==> src/verilog/decode_pkg.sv <==
package decode_pkg;

  // ==========================================================================
  // Widths
  // ==========================================================================

  localparam int issue_width = 4;
  localparam int reg_idx_w   = 5;
  localparam int rob_tag_w   = 4;
  localparam int xlen        = 32;
  localparam int opcode_w    = 6;
  localparam int imm_w       = 16;
  localparam int cnt_w       = $clog2(issue_width + 1);  // Holds 0 to issue_width.

  // ==========================================================================
  // Opcodes and classes
  // ==========================================================================

  // The upper three opcode bits select the class.
  typedef enum logic [opcode_w-1:0] {
    op_add   = 6'o00,
    op_sub   = 6'o01,
    op_and   = 6'o02,
    op_addi  = 6'o10,
    op_load  = 6'o20,
    op_store = 6'o30,
    op_beq   = 6'o40,
    op_bne   = 6'o41,
    op_nop   = 6'o70
  } opcode_e;

  typedef enum logic [2:0] {
    cls_alu     = 3'd0,
    cls_alu_imm = 3'd1,
    cls_load    = 3'd2,
    cls_store   = 3'd3,
    cls_branch  = 3'd4,
    cls_nop     = 3'd7
  } inst_class_e;

  typedef struct packed {
    logic dest;
    logic a;
    logic b;
    logic c;
    logic imm;
  } class_use_t;

  // Register and immediate usage per class.
  function automatic class_use_t class_use(inst_class_e cls);
    case (cls)
      cls_alu:     return '{dest: 1'b1, a: 1'b1, b: 1'b1, c: 1'b0, imm: 1'b0};
      cls_alu_imm: return '{dest: 1'b1, a: 1'b1, b: 1'b0, c: 1'b0, imm: 1'b1};
      cls_load:    return '{dest: 1'b1, a: 1'b1, b: 1'b0, c: 1'b0, imm: 1'b1};
      cls_store:   return '{dest: 1'b0, a: 1'b1, b: 1'b0, c: 1'b1, imm: 1'b1};
      cls_branch:  return '{dest: 1'b0, a: 1'b1, b: 1'b1, c: 1'b0, imm: 1'b1};
      default:     return '0;
    endcase
  endfunction

  // ==========================================================================
  // Bundles and entries
  // ==========================================================================

  typedef struct packed {
    logic [issue_width-1:0][xlen-1:0] pc;
    logic [issue_width-1:0][xlen-1:0] word;
    logic [issue_width-1:0]           lane_valid;
  } fetch_bundle_t;

  typedef struct packed {
    inst_class_e          cls;
    logic [reg_idx_w-1:0] dest_reg;
    logic                 dest_valid;
    logic [reg_idx_w-1:0] a_reg;
    logic                 a_used;
    logic [reg_idx_w-1:0] b_reg;
    logic                 b_used;
    logic [reg_idx_w-1:0] c_reg;
    logic                 c_used;
    logic [xlen-1:0]      imm;
    logic [xlen-1:0]      pc;
  } dec_inst_t;

  typedef struct packed {
    dec_inst_t            inst;
    logic [rob_tag_w-1:0] rob_tag;
  } iq_entry_t;

endpackage

==> src/verilog/decode_stage.sv <==
`timescale 1ns/10ps

module decode_stage (
  input  logic                                                         clk,
  input  logic                                                         reset,
  input  decode_pkg::fetch_bundle_t                                    fetch_bundle,
  input  logic                                                         fetch_valid,
  output logic                                                         fetch_ready,
  input  logic [decode_pkg::issue_width-1:0][decode_pkg::rob_tag_w-1:0] rob_tags,
  input  logic                                                         rob_full,
  input  logic                                                         iq_full,
  output logic                                                         stall,
  output logic                                                         dispatch,
  output logic [1:0]                                                   dispatch_count,
  output decode_pkg::iq_entry_t [decode_pkg::issue_width-1:0]          iq_entries
);

  decode_pkg::fetch_bundle_t                         held_bundle;
  logic                                              held_valid;
  logic                                              pop;
  decode_pkg::dec_inst_t [decode_pkg::issue_width-1:0] dec_lanes;

  fetch_bundle_buffer u_buffer (
    .clk         (clk),
    .reset       (reset),
    .in_bundle   (fetch_bundle),
    .in_valid    (fetch_valid),
    .in_ready    (fetch_ready),
    .held_bundle (held_bundle),
    .held_valid  (held_valid),
    .pop         (pop)
  );

  // One decoder per lane.
  for (genvar i = 0; i < decode_pkg::issue_width; i++) begin : g_lane
    inst_decoder u_dec (
      .pc        (held_bundle.pc[i]),
      .inst_word (held_bundle.word[i]),
      .di        (dec_lanes[i])
    );
  end

  dispatch_compactor u_compactor (
    .lane_valid     (held_bundle.lane_valid),
    .held_valid     (held_valid),
    .dec_lanes      (dec_lanes),
    .rob_tags       (rob_tags),
    .rob_full       (rob_full),
    .iq_full        (iq_full),
    .stall          (stall),
    .pop            (pop),
    .dispatch       (dispatch),
    .dispatch_count (dispatch_count),
    .iq_entries     (iq_entries)
  );

endmodule

==> src/verilog/dispatch_compactor.sv <==
`timescale 1ns/10ps

module dispatch_compactor (
  input  logic [decode_pkg::issue_width-1:0]                           lane_valid,
  input  logic                                                         held_valid,
  input  decode_pkg::dec_inst_t [decode_pkg::issue_width-1:0]          dec_lanes,
  input  logic [decode_pkg::issue_width-1:0][decode_pkg::rob_tag_w-1:0] rob_tags,
  input  logic                                                         rob_full,
  input  logic                                                         iq_full,
  output logic                                                         stall,
  output logic                                                         pop,
  output logic                                                         dispatch,
  output logic [1:0]                                                   dispatch_count,
  output decode_pkg::iq_entry_t [decode_pkg::issue_width-1:0]          iq_entries
);

  logic [decode_pkg::issue_width-1:0][decode_pkg::cnt_w-1:0] lane_rank;
  logic [decode_pkg::cnt_w-1:0] valid_count;
  logic [decode_pkg::cnt_w-1:0] count_m1;
  logic                         any_valid;

  // ==========================================================================
  // Lane ranks and count
  // ==========================================================================

  // Rank of a lane is the number of valid lanes below it.
  always_comb begin
    lane_rank[0] = '0;
    for (int i = 1; i < decode_pkg::issue_width; i++) begin
      lane_rank[i] = lane_rank[i-1] + decode_pkg::cnt_w'(lane_valid[i-1]);
    end
  end

  assign valid_count = lane_rank[decode_pkg::issue_width-1]
                     + decode_pkg::cnt_w'(lane_valid[decode_pkg::issue_width-1]);
  assign any_valid   = |lane_valid;

  // The ROB and the IQ see the count minus one.
  assign count_m1       = valid_count - decode_pkg::cnt_w'(1);
  assign dispatch_count = count_m1[1:0];

  // ==========================================================================
  // Handshake
  // ==========================================================================

  assign stall    = rob_full | iq_full;
  assign dispatch = held_valid & any_valid & ~stall;
  assign pop      = held_valid & ~stall;  // An empty bundle just drains.

  // ==========================================================================
  // Compaction
  // ==========================================================================

  // Entry k takes the valid lane of rank k.
  always_comb begin
    for (int k = 0; k < decode_pkg::issue_width; k++) begin
      iq_entries[k].inst    = dec_lanes[decode_pkg::issue_width-1];  // Don't care past count.
      iq_entries[k].rob_tag = rob_tags[k];
      for (int j = 0; j < decode_pkg::issue_width; j++) begin
        if (lane_valid[j] && int'(lane_rank[j]) == k) begin
          iq_entries[k].inst = dec_lanes[j];
        end
      end
    end
  end

endmodule

==> src/verilog/fetch_bundle_buffer.sv <==
`timescale 1ns/10ps

module fetch_bundle_buffer (
  input  logic                      clk,
  input  logic                      reset,
  input  decode_pkg::fetch_bundle_t in_bundle,
  input  logic                      in_valid,
  output logic                      in_ready,
  output decode_pkg::fetch_bundle_t held_bundle,
  output logic                      held_valid,
  input  logic                      pop
);

  logic load;

  // A new bundle can enter when the slot is empty or leaving this cycle.
  assign in_ready = ~held_valid | pop;
  assign load     = in_valid & in_ready;

  always_ff @(posedge clk) begin
    if (reset) begin
      held_valid <= 1'b0;
    end else if (load) begin
      held_valid <= 1'b1;  // Replaces a popped bundle with no bubble.
    end else if (pop) begin
      held_valid <= 1'b0;
    end
  end

  // The payload loads together with the valid flag.
  always_ff @(posedge clk) begin
    if (load) begin
      held_bundle <= in_bundle;
    end
  end

endmodule

==> src/verilog/inst_decoder.sv <==
`timescale 1ns/10ps

module inst_decoder (
  input  logic [decode_pkg::xlen-1:0] pc,
  input  logic [decode_pkg::xlen-1:0] inst_word,
  output decode_pkg::dec_inst_t       di
);

  decode_pkg::opcode_e     opcode;
  decode_pkg::inst_class_e cls;
  decode_pkg::class_use_t  uses;

  logic [decode_pkg::reg_idx_w-1:0] dest_field;
  logic [decode_pkg::reg_idx_w-1:0] a_field;
  logic [decode_pkg::reg_idx_w-1:0] b_field;
  logic [decode_pkg::reg_idx_w-1:0] c_field;
  logic [decode_pkg::imm_w-1:0]     imm_field;

  // Fixed format: opcode, dest, A, B, C. The immediate overlaps B and C.
  assign opcode     = decode_pkg::opcode_e'(inst_word[31:26]);
  assign dest_field = inst_word[25:21];
  assign a_field    = inst_word[20:16];
  assign b_field    = inst_word[15:11];
  assign c_field    = inst_word[10:6];
  assign imm_field  = inst_word[decode_pkg::imm_w-1:0];

  always_comb begin
    case (opcode[5:3])
      3'd0:    cls = decode_pkg::cls_alu;
      3'd1:    cls = decode_pkg::cls_alu_imm;
      3'd2:    cls = decode_pkg::cls_load;
      3'd3:    cls = decode_pkg::cls_store;
      3'd4:    cls = decode_pkg::cls_branch;
      default: cls = decode_pkg::cls_nop;  // Unassigned class codes.
    endcase
  end

  assign uses = decode_pkg::class_use(cls);

  always_comb begin
    di            = '0;
    di.cls        = cls;
    di.pc         = pc;
    di.dest_valid = uses.dest;
    di.a_used     = uses.a;
    di.b_used     = uses.b;
    di.c_used     = uses.c;
    // Unused index fields read as zero.
    if (uses.dest) di.dest_reg = dest_field;
    if (uses.a) di.a_reg = a_field;
    if (uses.b) di.b_reg = b_field;
    if (uses.c) di.c_reg = c_field;
    if (uses.imm) begin
      di.imm = {{(decode_pkg::xlen - decode_pkg::imm_w){imm_field[decode_pkg::imm_w-1]}},
                imm_field};
    end
  end

endmodule
==> config.mk <==
export PLATFORM = sky130hd
export DESIGN_NAME = decode_stage
export DESIGN_NICKNAME = d
export VERILOG_FILES = /design/src/verilog/decode_pkg.sv /design/src/verilog/decode_stage.sv /design/src/verilog/dispatch_compactor.sv /design/src/verilog/fetch_bundle_buffer.sv /design/src/verilog/inst_decoder.sv
export SDC_FILE = /design/constraint.sdc
export NUM_CORES = 1
export LEC_CHECK = 0
export BUFFER_PORTS_ARGS = -buffer_cell sky130_fd_sc_hd__clkbuf_2
export CAP_MARGIN = 10
export CORE_AREA = 2 2 256 258
export CTS_BUF_LIST = sky130_fd_sc_hd__clkbuf_16
export DETAILED_ROUTE_END_ITERATION = 16
export DIE_AREA = 0 0 258 260
export GPL_TIMING_DRIVEN = 1
export PLACE_DENSITY = 0.52
export SLEW_MARGIN = 20
export SYNTH_ARGS = -nofsm -noshare
export SYNTH_HDL_FRONTEND = slang
export SYNTH_HIERARCHICAL = 1
export SYNTH_SLANG_ARGS = --single-unit
==> constraint.sdc <==
create_clock -name clk -period 5.3 [get_ports clk]
set_input_delay 1.325 -clock clk [delete_from_list [all_inputs] [get_ports clk]]
set_output_delay 1.325 -clock clk [all_outputs]
set_load 0.03 [all_outputs]
==> results by group, run 1 <==
Power and ir drop
  • Worst vdd ir: 236.9 uV
  • P_int: 4335 uW
  • Reg power frac: 34.5%
  • Leakage Power: 0.009086 uW
  • Power per cell area: 312.2 nW/um2
  • Clock share of power: 31.7%
  • Comb power frac: 33.8%
  • Final Power: 6931 uW
  • Sw Ratio: 37.46%
  • P_sw: 2596 uW

Worst setup path
  • Max Fanout on Critical Path: 39
  • CP Buf/Inv Count: 3
  • Crit path max-delay family: buffers and inverters
  • Startpoint Class: register
  • CP cell instances: inv_1 -> fa_1 -> nand4bb_4 -> a21boi_4 -> buf_12 -> a2bb2oi_1 -> clkbuf_2
  • Worst Path Arrival: 3.66 ns
  • CP max stage cell: fa_1
  • Nature of the critical path endpoint: output port
  • Slowest Stage Delay on Critical Path: 0.65 ns
  • Worst Path Required: 3.97 ns
  • Cell depth of the worst flop-to-flop path: 5
  • CP Depth: 7
  • CP Class: reg -> out

Timing
  • Period minus WS final: 4.984 ns
  • Final Cycle Share: 94.04%
  • Clk_skew: 0.02585 ns
  • Worst Tran Pin Value: 0.9868 ns
  • Slew HR: 34.21%
  • Final Max Tran Viols: 0
  • RSZ-0062 raised after global routing: false
  • TNS Setup: 0 ns
  • Setup violators final: 0
  • Highest attainable clock frequency: 200.6 MHz
  • Final Hold Viols: 0

Clock tree
  • Skew-Pair Late Insertion Delay: 0.56 ns
  • Post-CTS setup buffer count: 0
  • CTS tree: yes
  • Hold_buf cts: 0
  • PostCTS Resize Cnt: 0
  • Max Buffers Root-to-Sink: 3
  • Root Driver: clkbuf_16
  • Clk slew on worst S/H paths: 0.05 ns
  • Clock Sink Count: 249
  • CTS H-tree lvls: 2
  • CTS Buf Count: 35

Yosys
  • Syn Inst Count: 1,722
  • Synthesized Nets: 2,011
  • Synth warn: 6
  • Mapped Area: 18,710 um2
  • Synth Area per Inst: 10.87 um2

Global route
  • First-pass GRT wire length: 107.2 mm
  • Grt ovf: 0
  • Largest net degree at the start of global routing: 86
  • Vias in the first global route: 15,374
  • Antenna violations before repair: 16
  • Total Routing Usage GR: 21.50%

Drt
  • DR WL/cell: 25.56 um
  • DR iter-0 viols: 1,560
  • DRC: 0
  • DR vias: 15,605
  • Final ANT Viol Nets: 0
  • DR vias/cell: 5.276
  • Pre-Repair DR Iteration Count: 6
  • Total wire length: 75.61 mm

Run
  • Number of max-cap violations: 0

Die
  • Die X: 258 um
  • Num ports: 666
  • Die Y: 260 um
  • Std-Cell Rows: 93
  • Initial Util: 29.18%
  • Standard cell core area: 64,120 um2
  • Full die area: 67,080 um2

Cells and area
  • Layout cells sized above 1: 47.61%
  • Area Overhead vs Synth: 18.68%
  • Nets: 2,364
  • Final Cell Area: 22,210 um2
  • Filler Cell Count: 6,535
  • Reg area: 7467 um2
  • Multi-input logic area: 8857 um2

Placed design
  • Placed instance area: 21,150 um2
  • IO Port Bufs: 621
  • Hpwl dp: 52.72 mm
  • GP Congestion: 0.8967

Min path
  • Hold Crit Class: reg -> reg
  • Hold path depth: 2

Run status
  • Outcome: completed
==> layer usage <==
layer | routed length (um) | up-vias | track usage [%]
met5 | 105 | - | 0
met3 | 6641 | 159 | 5.487
met1 | 30600 | 7603 | 26.93
met2 | 35690 | 895 | 35.72
met4 | 2576 | 16 | 7.836
li1 | - | 6932 | -
==> area by class of cell <==
cell class	count	area share, %
Multi-Input combinational cell	1108	39.89
Sequential cell	249	33.63
Timing Repair Buffer	668	16.71
Tap cell	855	4.818
Clock buffer	35	3.944
Clock inverter	23	0.7100
Inverter	13	0.2198
Antenna cell	7	0.07889
==> power groups by stage <==
stage	combinational, uW	clock [uW]	sequential [uW]
6_report	2340	2200	2390
5_1_grt	2460	2340	2410
4_1_cts	2350	2270	2390
3_5_place_dp	2350	0	2430
3_3_place_gp	2340	0	2430
2_1_floorplan	1740	0	2390
==> worst paths after layout <==
path,end,slack [ns],from
worst max-delay path,iq_entries[141],0.32,u_buffer/held_bundle[2]$_DFFE_PP_
worst min register to register,u_buffer/held_valid$_SDFFE_PP0P_,0.52,u_buffer/held_valid$_SDFFE_PP0P_
worst max register to register,u_buffer/held_bundle[80]$_DFFE_PP_,3.24,u_buffer/held_valid$_SDFFE_PP0P_
worst min-delay path,u_buffer/held_valid$_SDFFE_PP0P_,0.52,u_buffer/held_valid$_SDFFE_PP0P_
==> worst min-delay path: stages (launching register included) <==
cell	delay, ns
dfxtp_1	0.33
nand2b_4	0.09
a21oi_2	0.05
==> registers in the layout, indices dropped and copies added (netlist names) <==
name,cells
u_buffer/held_valid,1
u_buffer/held_bundle,248
==> cell usage in the layout, fill, tap and decap left out, types with 9 or more instances in the layout <==
master	instances
a31oi_1	91
mux2_4	90
nor2b_1	20
clkbuf_16	35
mux2_1	9
o211ai_1	91
edfxtp_1	248
clkbuf_2	621
inv_1	22
clkinv_1	9
nor2_1	96
nor3b_1	60
mux2_2	174
buf_12	20
and2_1	60
buf_4	27
nand2_1	91
nand2b_1	91
o22ai_1	91
a2bb2oi_1	90
==> through the flow <==
stage	setup slack [ns]	cells	hold WS, ns	utilization, %
after floorplan	0.7867	1722	0.5513	-
after global placement	0.8484	2893	0.5086	32.99
after detailed placement	0.8450	2893	0.5161	32.99
after CTS	0.2395	2951	0.5208	34.61
after global routing	0.1805	2956	0.5462	34.63
final	0.3157	2958	0.5153	34.63
(Power assumes the default switching activity.)
==> run 2: changes to the inputs <==
ABC_AREA = 1   (was not set)
CORE_AREA = 2 2 260 262   (was 2 2 256 258)
DIE_AREA = 0 0 262 264   (was 0 0 258 260)
GPL_TIMING_DRIVEN = not set   (was 1)
PLACE_DENSITY = 0.56   (was 0.52)
TNS_END_PERCENT = 100   (was not set)
==> run 2 against run 1 <==
First-iteration DRC count up 15%. Die area up 3.1%. Power up 5.1%. Register-to-register slack about the same. Clock power up 8%. Synthesized area up 16%. Wire length up 12%. Combinational power up 8.5%. Sequential power about the same. Sequential cell count unchanged. Critical endpoint is now iq_entries[187].
==> results by group, run 2 <==
Timing
  • Hold WS: 0.5257 ns
  • Period minus WS final: 4.814 ns
  • Worst Tran Pin Value: 1.045 ns
  • RSZ-0062 raised after global routing: false
  • Highest attainable clock frequency: 207.7 MHz
  • Final Hold Viols: 0
  • Final Max Tran Viols: 0
  • Setup violators final: 0
  • TNS Setup: 0 ns
  • Clk_skew: 0.01879 ns
  • Final Cycle Share: 90.83%
  • Slew HR: 29.60%

Cells and area
  • Max reg flops: 248
  • Top reg by flops: u_buffer/held_bundle
  • Filler Cell Count: 7,276
  • Multi-input logic area: 9452 um2
  • Fin util: 37.67%
  • Nets: 4,054
  • Largest registers: u_buffer/held_bundle (248), u_buffer/held_valid (1)
  • Reg area: 7467 um2
  • Layout cells sized above 1: 21.08%
  • Area Overhead vs Synth: 15.23%
  • Commonest non-fill, non-tap cell in the layout: nand2_1
  • Commonest non-fill, non-tap cells in the layout: nand2_1 (1,551), clkbuf_2 (621), inv_1 (600)

Power and ir drop
  • Leakage Power: 0.01402 uW
  • Worst vdd ir: 256.6 uV
  • Power per cell area: 290.6 nW/um2

Drt
  • DR vias: 21,562
  • DR WL/cell: 18.13 um
  • Final ANT Viol Nets: 0
  • DRC: 0
  • DR vias/cell: 4.618
  • DR iter-0 viols: 1,792
  • Pre-Repair DR Iteration Count: 5
  • Total wire length: 84.65 mm

Global route
  • Vias in the first global route: 19,569
  • Largest net degree at the start of global routing: 137
  • First-pass GRT wire length: 124.7 mm
  • M1 GR Usage: 30.42%
  • Grt ovf: 0
  • Antenna violations before repair: 16
  • GRT busiest layer: met2
  • Met2 Resource Use GR: 39.22%
  • Total Routing Usage GR: 23.87%
  • Met3 track demand over resource: 5.383%

Clock tree
  • Clk slew on worst S/H paths: 0.05 ns
  • CTS H-tree lvls: 2
  • Max Buffers Root-to-Sink: 3
  • Clock Sink Count: 249
  • PostCTS Resize Cnt: 0
  • Root Driver: clkbuf_16
  • CTS Buf Count: 36
  • Hold_buf cts: 0
  • Skew-Pair Late Insertion Delay: 0.54 ns
  • Post-CTS setup buffer count: 0
  • CTS tree: yes

Yosys
  • Synth warn: 6
  • Synth Area per Inst: 6.306 um2
  • Mapped Area: 21,760 um2
  • Syn Inst Count: 3,451
  • Synthesized Nets: 3,740

Worst setup path
  • Worst Path Required: 3.97 ns
  • Max Fanout on Critical Path: 43
  • CP Class: reg -> out
  • Startpoint Class: register
  • Worst Path Arrival: 3.49 ns
  • Nature of the critical path endpoint: output port

Min path
  • Hold Crit Class: reg -> reg

Die
  • Num ports: 666
  • Std-Cell Rows: 95
  • Die X: 262 um
  • Die Y: 264 um
  • Standard cell core area: 66,560 um2
  • Full die area: 69,170 um2
  • Initial Util: 32.69%

Placed design
  • GP Congestion: 0.8703
  • IO Port Bufs: 621
  • Hpwl dp: 58.10 mm

Run status
  • Outcome: completed

Run
  • Number of max-cap violations: 0
## run 2: power by group
| part | internal, uW | leakage [uW] | switching (uW) |
|---|---|---|---|
| combinational | 664 | 0.0111 | 1870 |
| clock | 1390 | 0.000581 | 974 |
| sequential | 2310 | 0.00238 | 67.9 |
| total | 4370 | 0.0140 | 2920 |
## run 2: metrics by stage
step	area (um2)	total power (uW)	std cells	setup WS, ns
6_report	25070	7288	4669	0.4861
3_5_place_dp	23920	4968	4600	0.9676
5_1_grt	25070	7660	4667	0.1575
4_1_cts	25060	7376	4664	0.3806
3_3_place_gp	23920	4962	4600	0.9666
2_1_floorplan	21780	4276	3451	-0.9824
## run 2: path summary, 6_finish.rpt
check	from	slack (ns)	depth (start not counted)	to
hold / removal	u_buffer/held_valid$_SDFFE_PP0P_	0.53	2	u_buffer/held_valid$_SDFFE_PP0P_
setup / recovery	u_buffer/held_bundle[1]$_DFFE_PP_	0.49	11	iq_entries[187]
hold reg to reg	u_buffer/held_valid$_SDFFE_PP0P_	0.53	2	u_buffer/held_valid$_SDFFE_PP0P_
setup reg to reg	u_buffer/held_valid$_SDFFE_PP0P_	3.25	5	u_buffer/held_bundle[10]$_DFFE_PP_
## run 2: area by class of cell
cell class | count | share of cell area, %
sequential | 249 | 29.78
clock buffer | 38 | 3.792
inverter | 604 | 9.112
multi-input combinational | 2207 | 37.69
antenna | 5 | 0.04990
timing repair buffer | 667 | 14.47
tap | 873 | 4.356
clock inverter | 26 | 0.7435
## run 2: critical path, stage by stage, from the launching register on
cell and delay, ns:
edfxtp_1 0.47, inv_1 0.17, ha_1 0.29, ha_1 0.20
ha_1 0.23, nor2_4 0.15, nand3_4 0.10, inv_4 0.49
buf_4 0.37, nand2_1 0.08, nand2_1 0.10, clkbuf_2 0.23
## run 2: layer usage
| metal | vias up | share of wire [%] |
|---|---|---|
| li1 | 10799 | - |
| met1 | 9636 | 41 |
| met2 | 930 | 47 |
| met3 | 179 | 8.7 |
| met4 | 18 | 3.7 |
| met5 | - | 0.14 |
==> run 3: changes to the inputs <==
CORE_AREA = 2 2 259 261   (was 2 2 260 262)
DIE_AREA = 0 0 261 263   (was 0 0 262 264)
PLACE_DENSITY = 0.46   (was 0.56)
SYNTH_HIERARCHICAL = not set   (was 1)
==> run 3 against run 2 <==
Wire length shrank 2.9%. Sequential power is essentially flat. Global-route usage shrank 0.78 points. Non-clock buffer count shrank 4. First-iteration DRC count shrank 15%. Setup slack lost 0.19 ns.
==> results by group, run 3 <==
Run status
  • Outcome: completed

Drt
  • DR WL/cell: 24.69 um
  • Pre-Repair DR Iteration Count: 6
  • DR iter-0 viols: 1,527
  • Final ANT Viol Nets: 0
  • Total wire length: 82.20 mm
  • DR vias: 16,550
  • DR vias/cell: 4.971
  • DRC: 0

Yosys
  • Top cells by count, synth: nand2_1 (547), edfxtp_1 (248), inv_1 (167)
  • Synth area leader: edfxtp_1
  • Syn Inst Count: 1,958
  • Register area share after synthesis: 47.59%
  • Mapped Area: 15,690 um2
  • Synth top area cells: edfxtp_1 (47%), nand2_1 (13%), o21ai_0 (4.7%), nand3_1 (4.2%), buf_4 (4.1%)
  • Ys async rst share: 0%
  • #FFs+latches synth: 249
  • Most common cell in the netlist: nand2_1
  • Synth warn: 0
  • Synth Area per Inst: 8.013 um2
  • Synthesized Nets: 2,248
  • Top-area cell type share of the netlist area: 47.46%
  • Number of synthesized flops with an enable pin: 248
  • Main synth FF type: edfxtp_1
  • Count of cell types in the netlist: 39

Clock tree
  • CTS Buf Count: 35
  • Skew-Pair Late Insertion Delay: 0.56 ns
  • Clock Sink Count: 249
  • Max Buffers Root-to-Sink: 3
  • Clk slew on worst S/H paths: 0.05 ns
  • Hold_buf cts: 0
  • CTS H-tree lvls: 2
  • CTS tree: yes
  • Root Driver: clkbuf_16

Timing
  • Slew HR: 28.82%
  • Setup violators final: 0
  • Highest attainable clock frequency: 200.0 MHz
  • Fin worst setup slack: 0.3000 ns
  • Period minus WS final: 5.000 ns
  • RSZ-0062 raised after global routing: false
  • Final Max Tran Viols: 0
  • Final Hold Viols: 0
  • Hold WS: 0.5529 ns
  • Worst Tran Pin Value: 1.065 ns
  • Final Cycle Share: 94.34%
  • Clk_skew: 0.02330 ns

Worst setup path
  • Cell depth of the worst flop-to-flop path: 2
  • CP Class: reg -> out
  • Internal reg-to-reg setup slack: 3.59 ns
  • Startpoint Class: register
  • CP max stage cell: buf_4
  • R2r startpoint: u_buffer.held_valid$_SDFFE_PP0P_
  • Max Fanout on Critical Path: 35
  • Nature of the critical path endpoint: output port
  • Slowest Stage Delay on Critical Path: 0.62 ns
  • FF-to-FF End: u_buffer.held_bundle[221]$_DFFE_PP_
  • Worst Path Required: 3.97 ns
  • Worst Path Arrival: 3.68 ns
  • CP Buf/Inv Count: 5
  • Crit path max-delay family: buffers and inverters
  • CP cell instances: inv_1 -> ha_1 -> ha_1 -> ha_1 -> nor2_1 -> nand2_4 -> buf_4 -> buf_4 -> nand2_1 -> nor2_1 -> nor2_1 -> buf_4 -> clkbuf_2

Cells and area
  • Nets: 2,732
  • Reg area: 7467 um2
  • Commonest non-fill, non-tap cell in the layout: clkbuf_2
  • Largest registers: u_buffer.held_bundle (248), u_buffer.held_valid (1)
  • Filler Cell Count: 7,042
  • Max reg flops: 248
  • Area Overhead vs Synth: 28.97%
  • Multi-input logic area: 6385 um2
  • Commonest non-fill, non-tap cells in the layout: clkbuf_2 (620), nand2_1 (545), edfxtp_1 (248)
  • Top reg by flops: u_buffer.held_bundle
  • Layout cells sized above 1: 30.22%

Global route
  • Largest net degree at the start of global routing: 145
  • Antenna violations before repair: 17
  • Vias in the first global route: 16,346
  • Grt ovf: 0
  • Total Routing Usage GR: 23.10%
  • First-pass GRT wire length: 115.0 mm

Die
  • Die X: 261 um
  • Full die area: 68,640 um2
  • Std-Cell Rows: 94
  • Die Y: 263 um
  • Standard cell core area: 65,630 um2
  • Initial Util: 23.91%
  • Num ports: 666

Power and ir drop
  • Worst vdd ir: 237.2 uV
  • Leakage Power: 0.009555 uW
  • Power per cell area: 341.1 nW/um2

Min path
  • Hold Crit Class: reg -> reg
  • Min-delay src: u_buffer.held_valid$_SDFFE_PP0P_
  • Hold EP: u_buffer.held_valid$_SDFFE_PP0P_
  • Hold path depth: 2

Placed design
  • Setup Slack @ Placement: 0.5833 ns
  • GP Congestion: 0.8714
  • Hpwl dp: 58.13 mm
  • IO Port Bufs: 621

Run
  • Number of max-cap violations: 0
[run 3: cell types whose count changed in the layout (fill, tap and decap cells not counted), sizes merged, moves of 51 or more]
cell,previous run,this run
nand2,1564,558
inv,610,176
nand3,278,134
a21oi,6,118
a22oi,0,72
nor2,153,102
[run 3: kinds of logic (layout without fill, tap and decap cells)]
| kind of cell | after synthesis | in the layout | synth area share (%) |
|---|---|---|---|
| AO/OA/AOI/OAI | 498 | 498 | 18.34 |
| XOR/XNOR | 1 | 1 | 0.05583 |
| adder cells (fa/ha/maj) | 9 | 9 | 0.7656 |
| buffers and inverters | 389 | 890 | 11.99 |
| flip-flops | 249 | 249 | 47.59 |
| other | 0 | 6 | 0 |
| AND/OR/NAND/NOR | 812 | 812 | 21.26 |
[run 3: routing by layer]
layer  track usage [%]  wire, um  vias up
met2             38.25     38770      926
met4             10.15      3241       18
met1             26.93     31620     7792
li1                  -         -     7616
met5                 0       128        -
met3             7.847      8444      198
[run 3: stage by stage]
stage / area (um2) / total power, uW / setup TNS (ns) / cells / util [%]
after floorplan: 15710 / 3910 / -182.76 / 1958 / -
after global placement: 19140 / 4642 / 0 / 3269 / 29.17
after detailed placement: 19140 / 4647 / 0 / 3269 / 29.17
after CTS: 20220 / 6997 / 0 / 3323 / 30.81
after global routing: 20240 / 7208 / 0 / 3329 / 30.83
final: 20240 / 6903 / 0 / 3329 / 30.83
[run 3: worst reg2reg max path, delay by kind of cell (launching register included)]
| kind | cells | cell delay (ns) |
|---|---|---|
| AO/OA/AOI/OAI | 1 | 0.20 |
| flip-flops | 1 | 0.34 |
| buffers and inverters | 1 | 0.50 |
[run 3: how the worst max path moves through the flow]
stage	from	endpoint	cells after the start
after CTS	u_buffer.held_bundle[1]$_DFFE_PP_	iq_entries[152]	13
after global placement	u_buffer.held_bundle[1]$_DFFE_PP_	iq_entries[138]	12
after global routing	u_buffer.held_bundle[0]$_DFFE_PP_	iq_entries[157]	12
final	u_buffer.held_bundle[1]$_DFFE_PP_	iq_entries[152]	13
after detailed placement	u_buffer.held_bundle[1]$_DFFE_PP_	iq_entries[176]	12
after floorplan	iq_full	u_buffer.held_bundle[0]$_DFFE_PP_	3
[run 3: power breakdown]
| group | leakage, uW | switching [uW] | internal (uW) |
|---|---|---|---|
| Combinational | 0.00662 | 1640 | 553 |
| Clock | 0.000547 | 962 | 1340 |
| Sequential | 0.00239 | 86.5 | 2320 |
[run 3: cell type report]
class                   count  share of cell area, %
multi-input cells        1320                  31.55
diodes                      6                0.07420
repair buffers            663                  17.55
well taps                 864                  5.342
inverters                 173                  3.277
flip-flops and latches    249                  36.90
clock buffers              35                  4.328
clock inverters            19                 0.9769
[run 3: timing repair]
action | 4_1_cts | 5_1_grt
endpoints found under the setup margin | 3 | 0
gates resized for setup | 1 | 0
setup buffers | 0 | 0
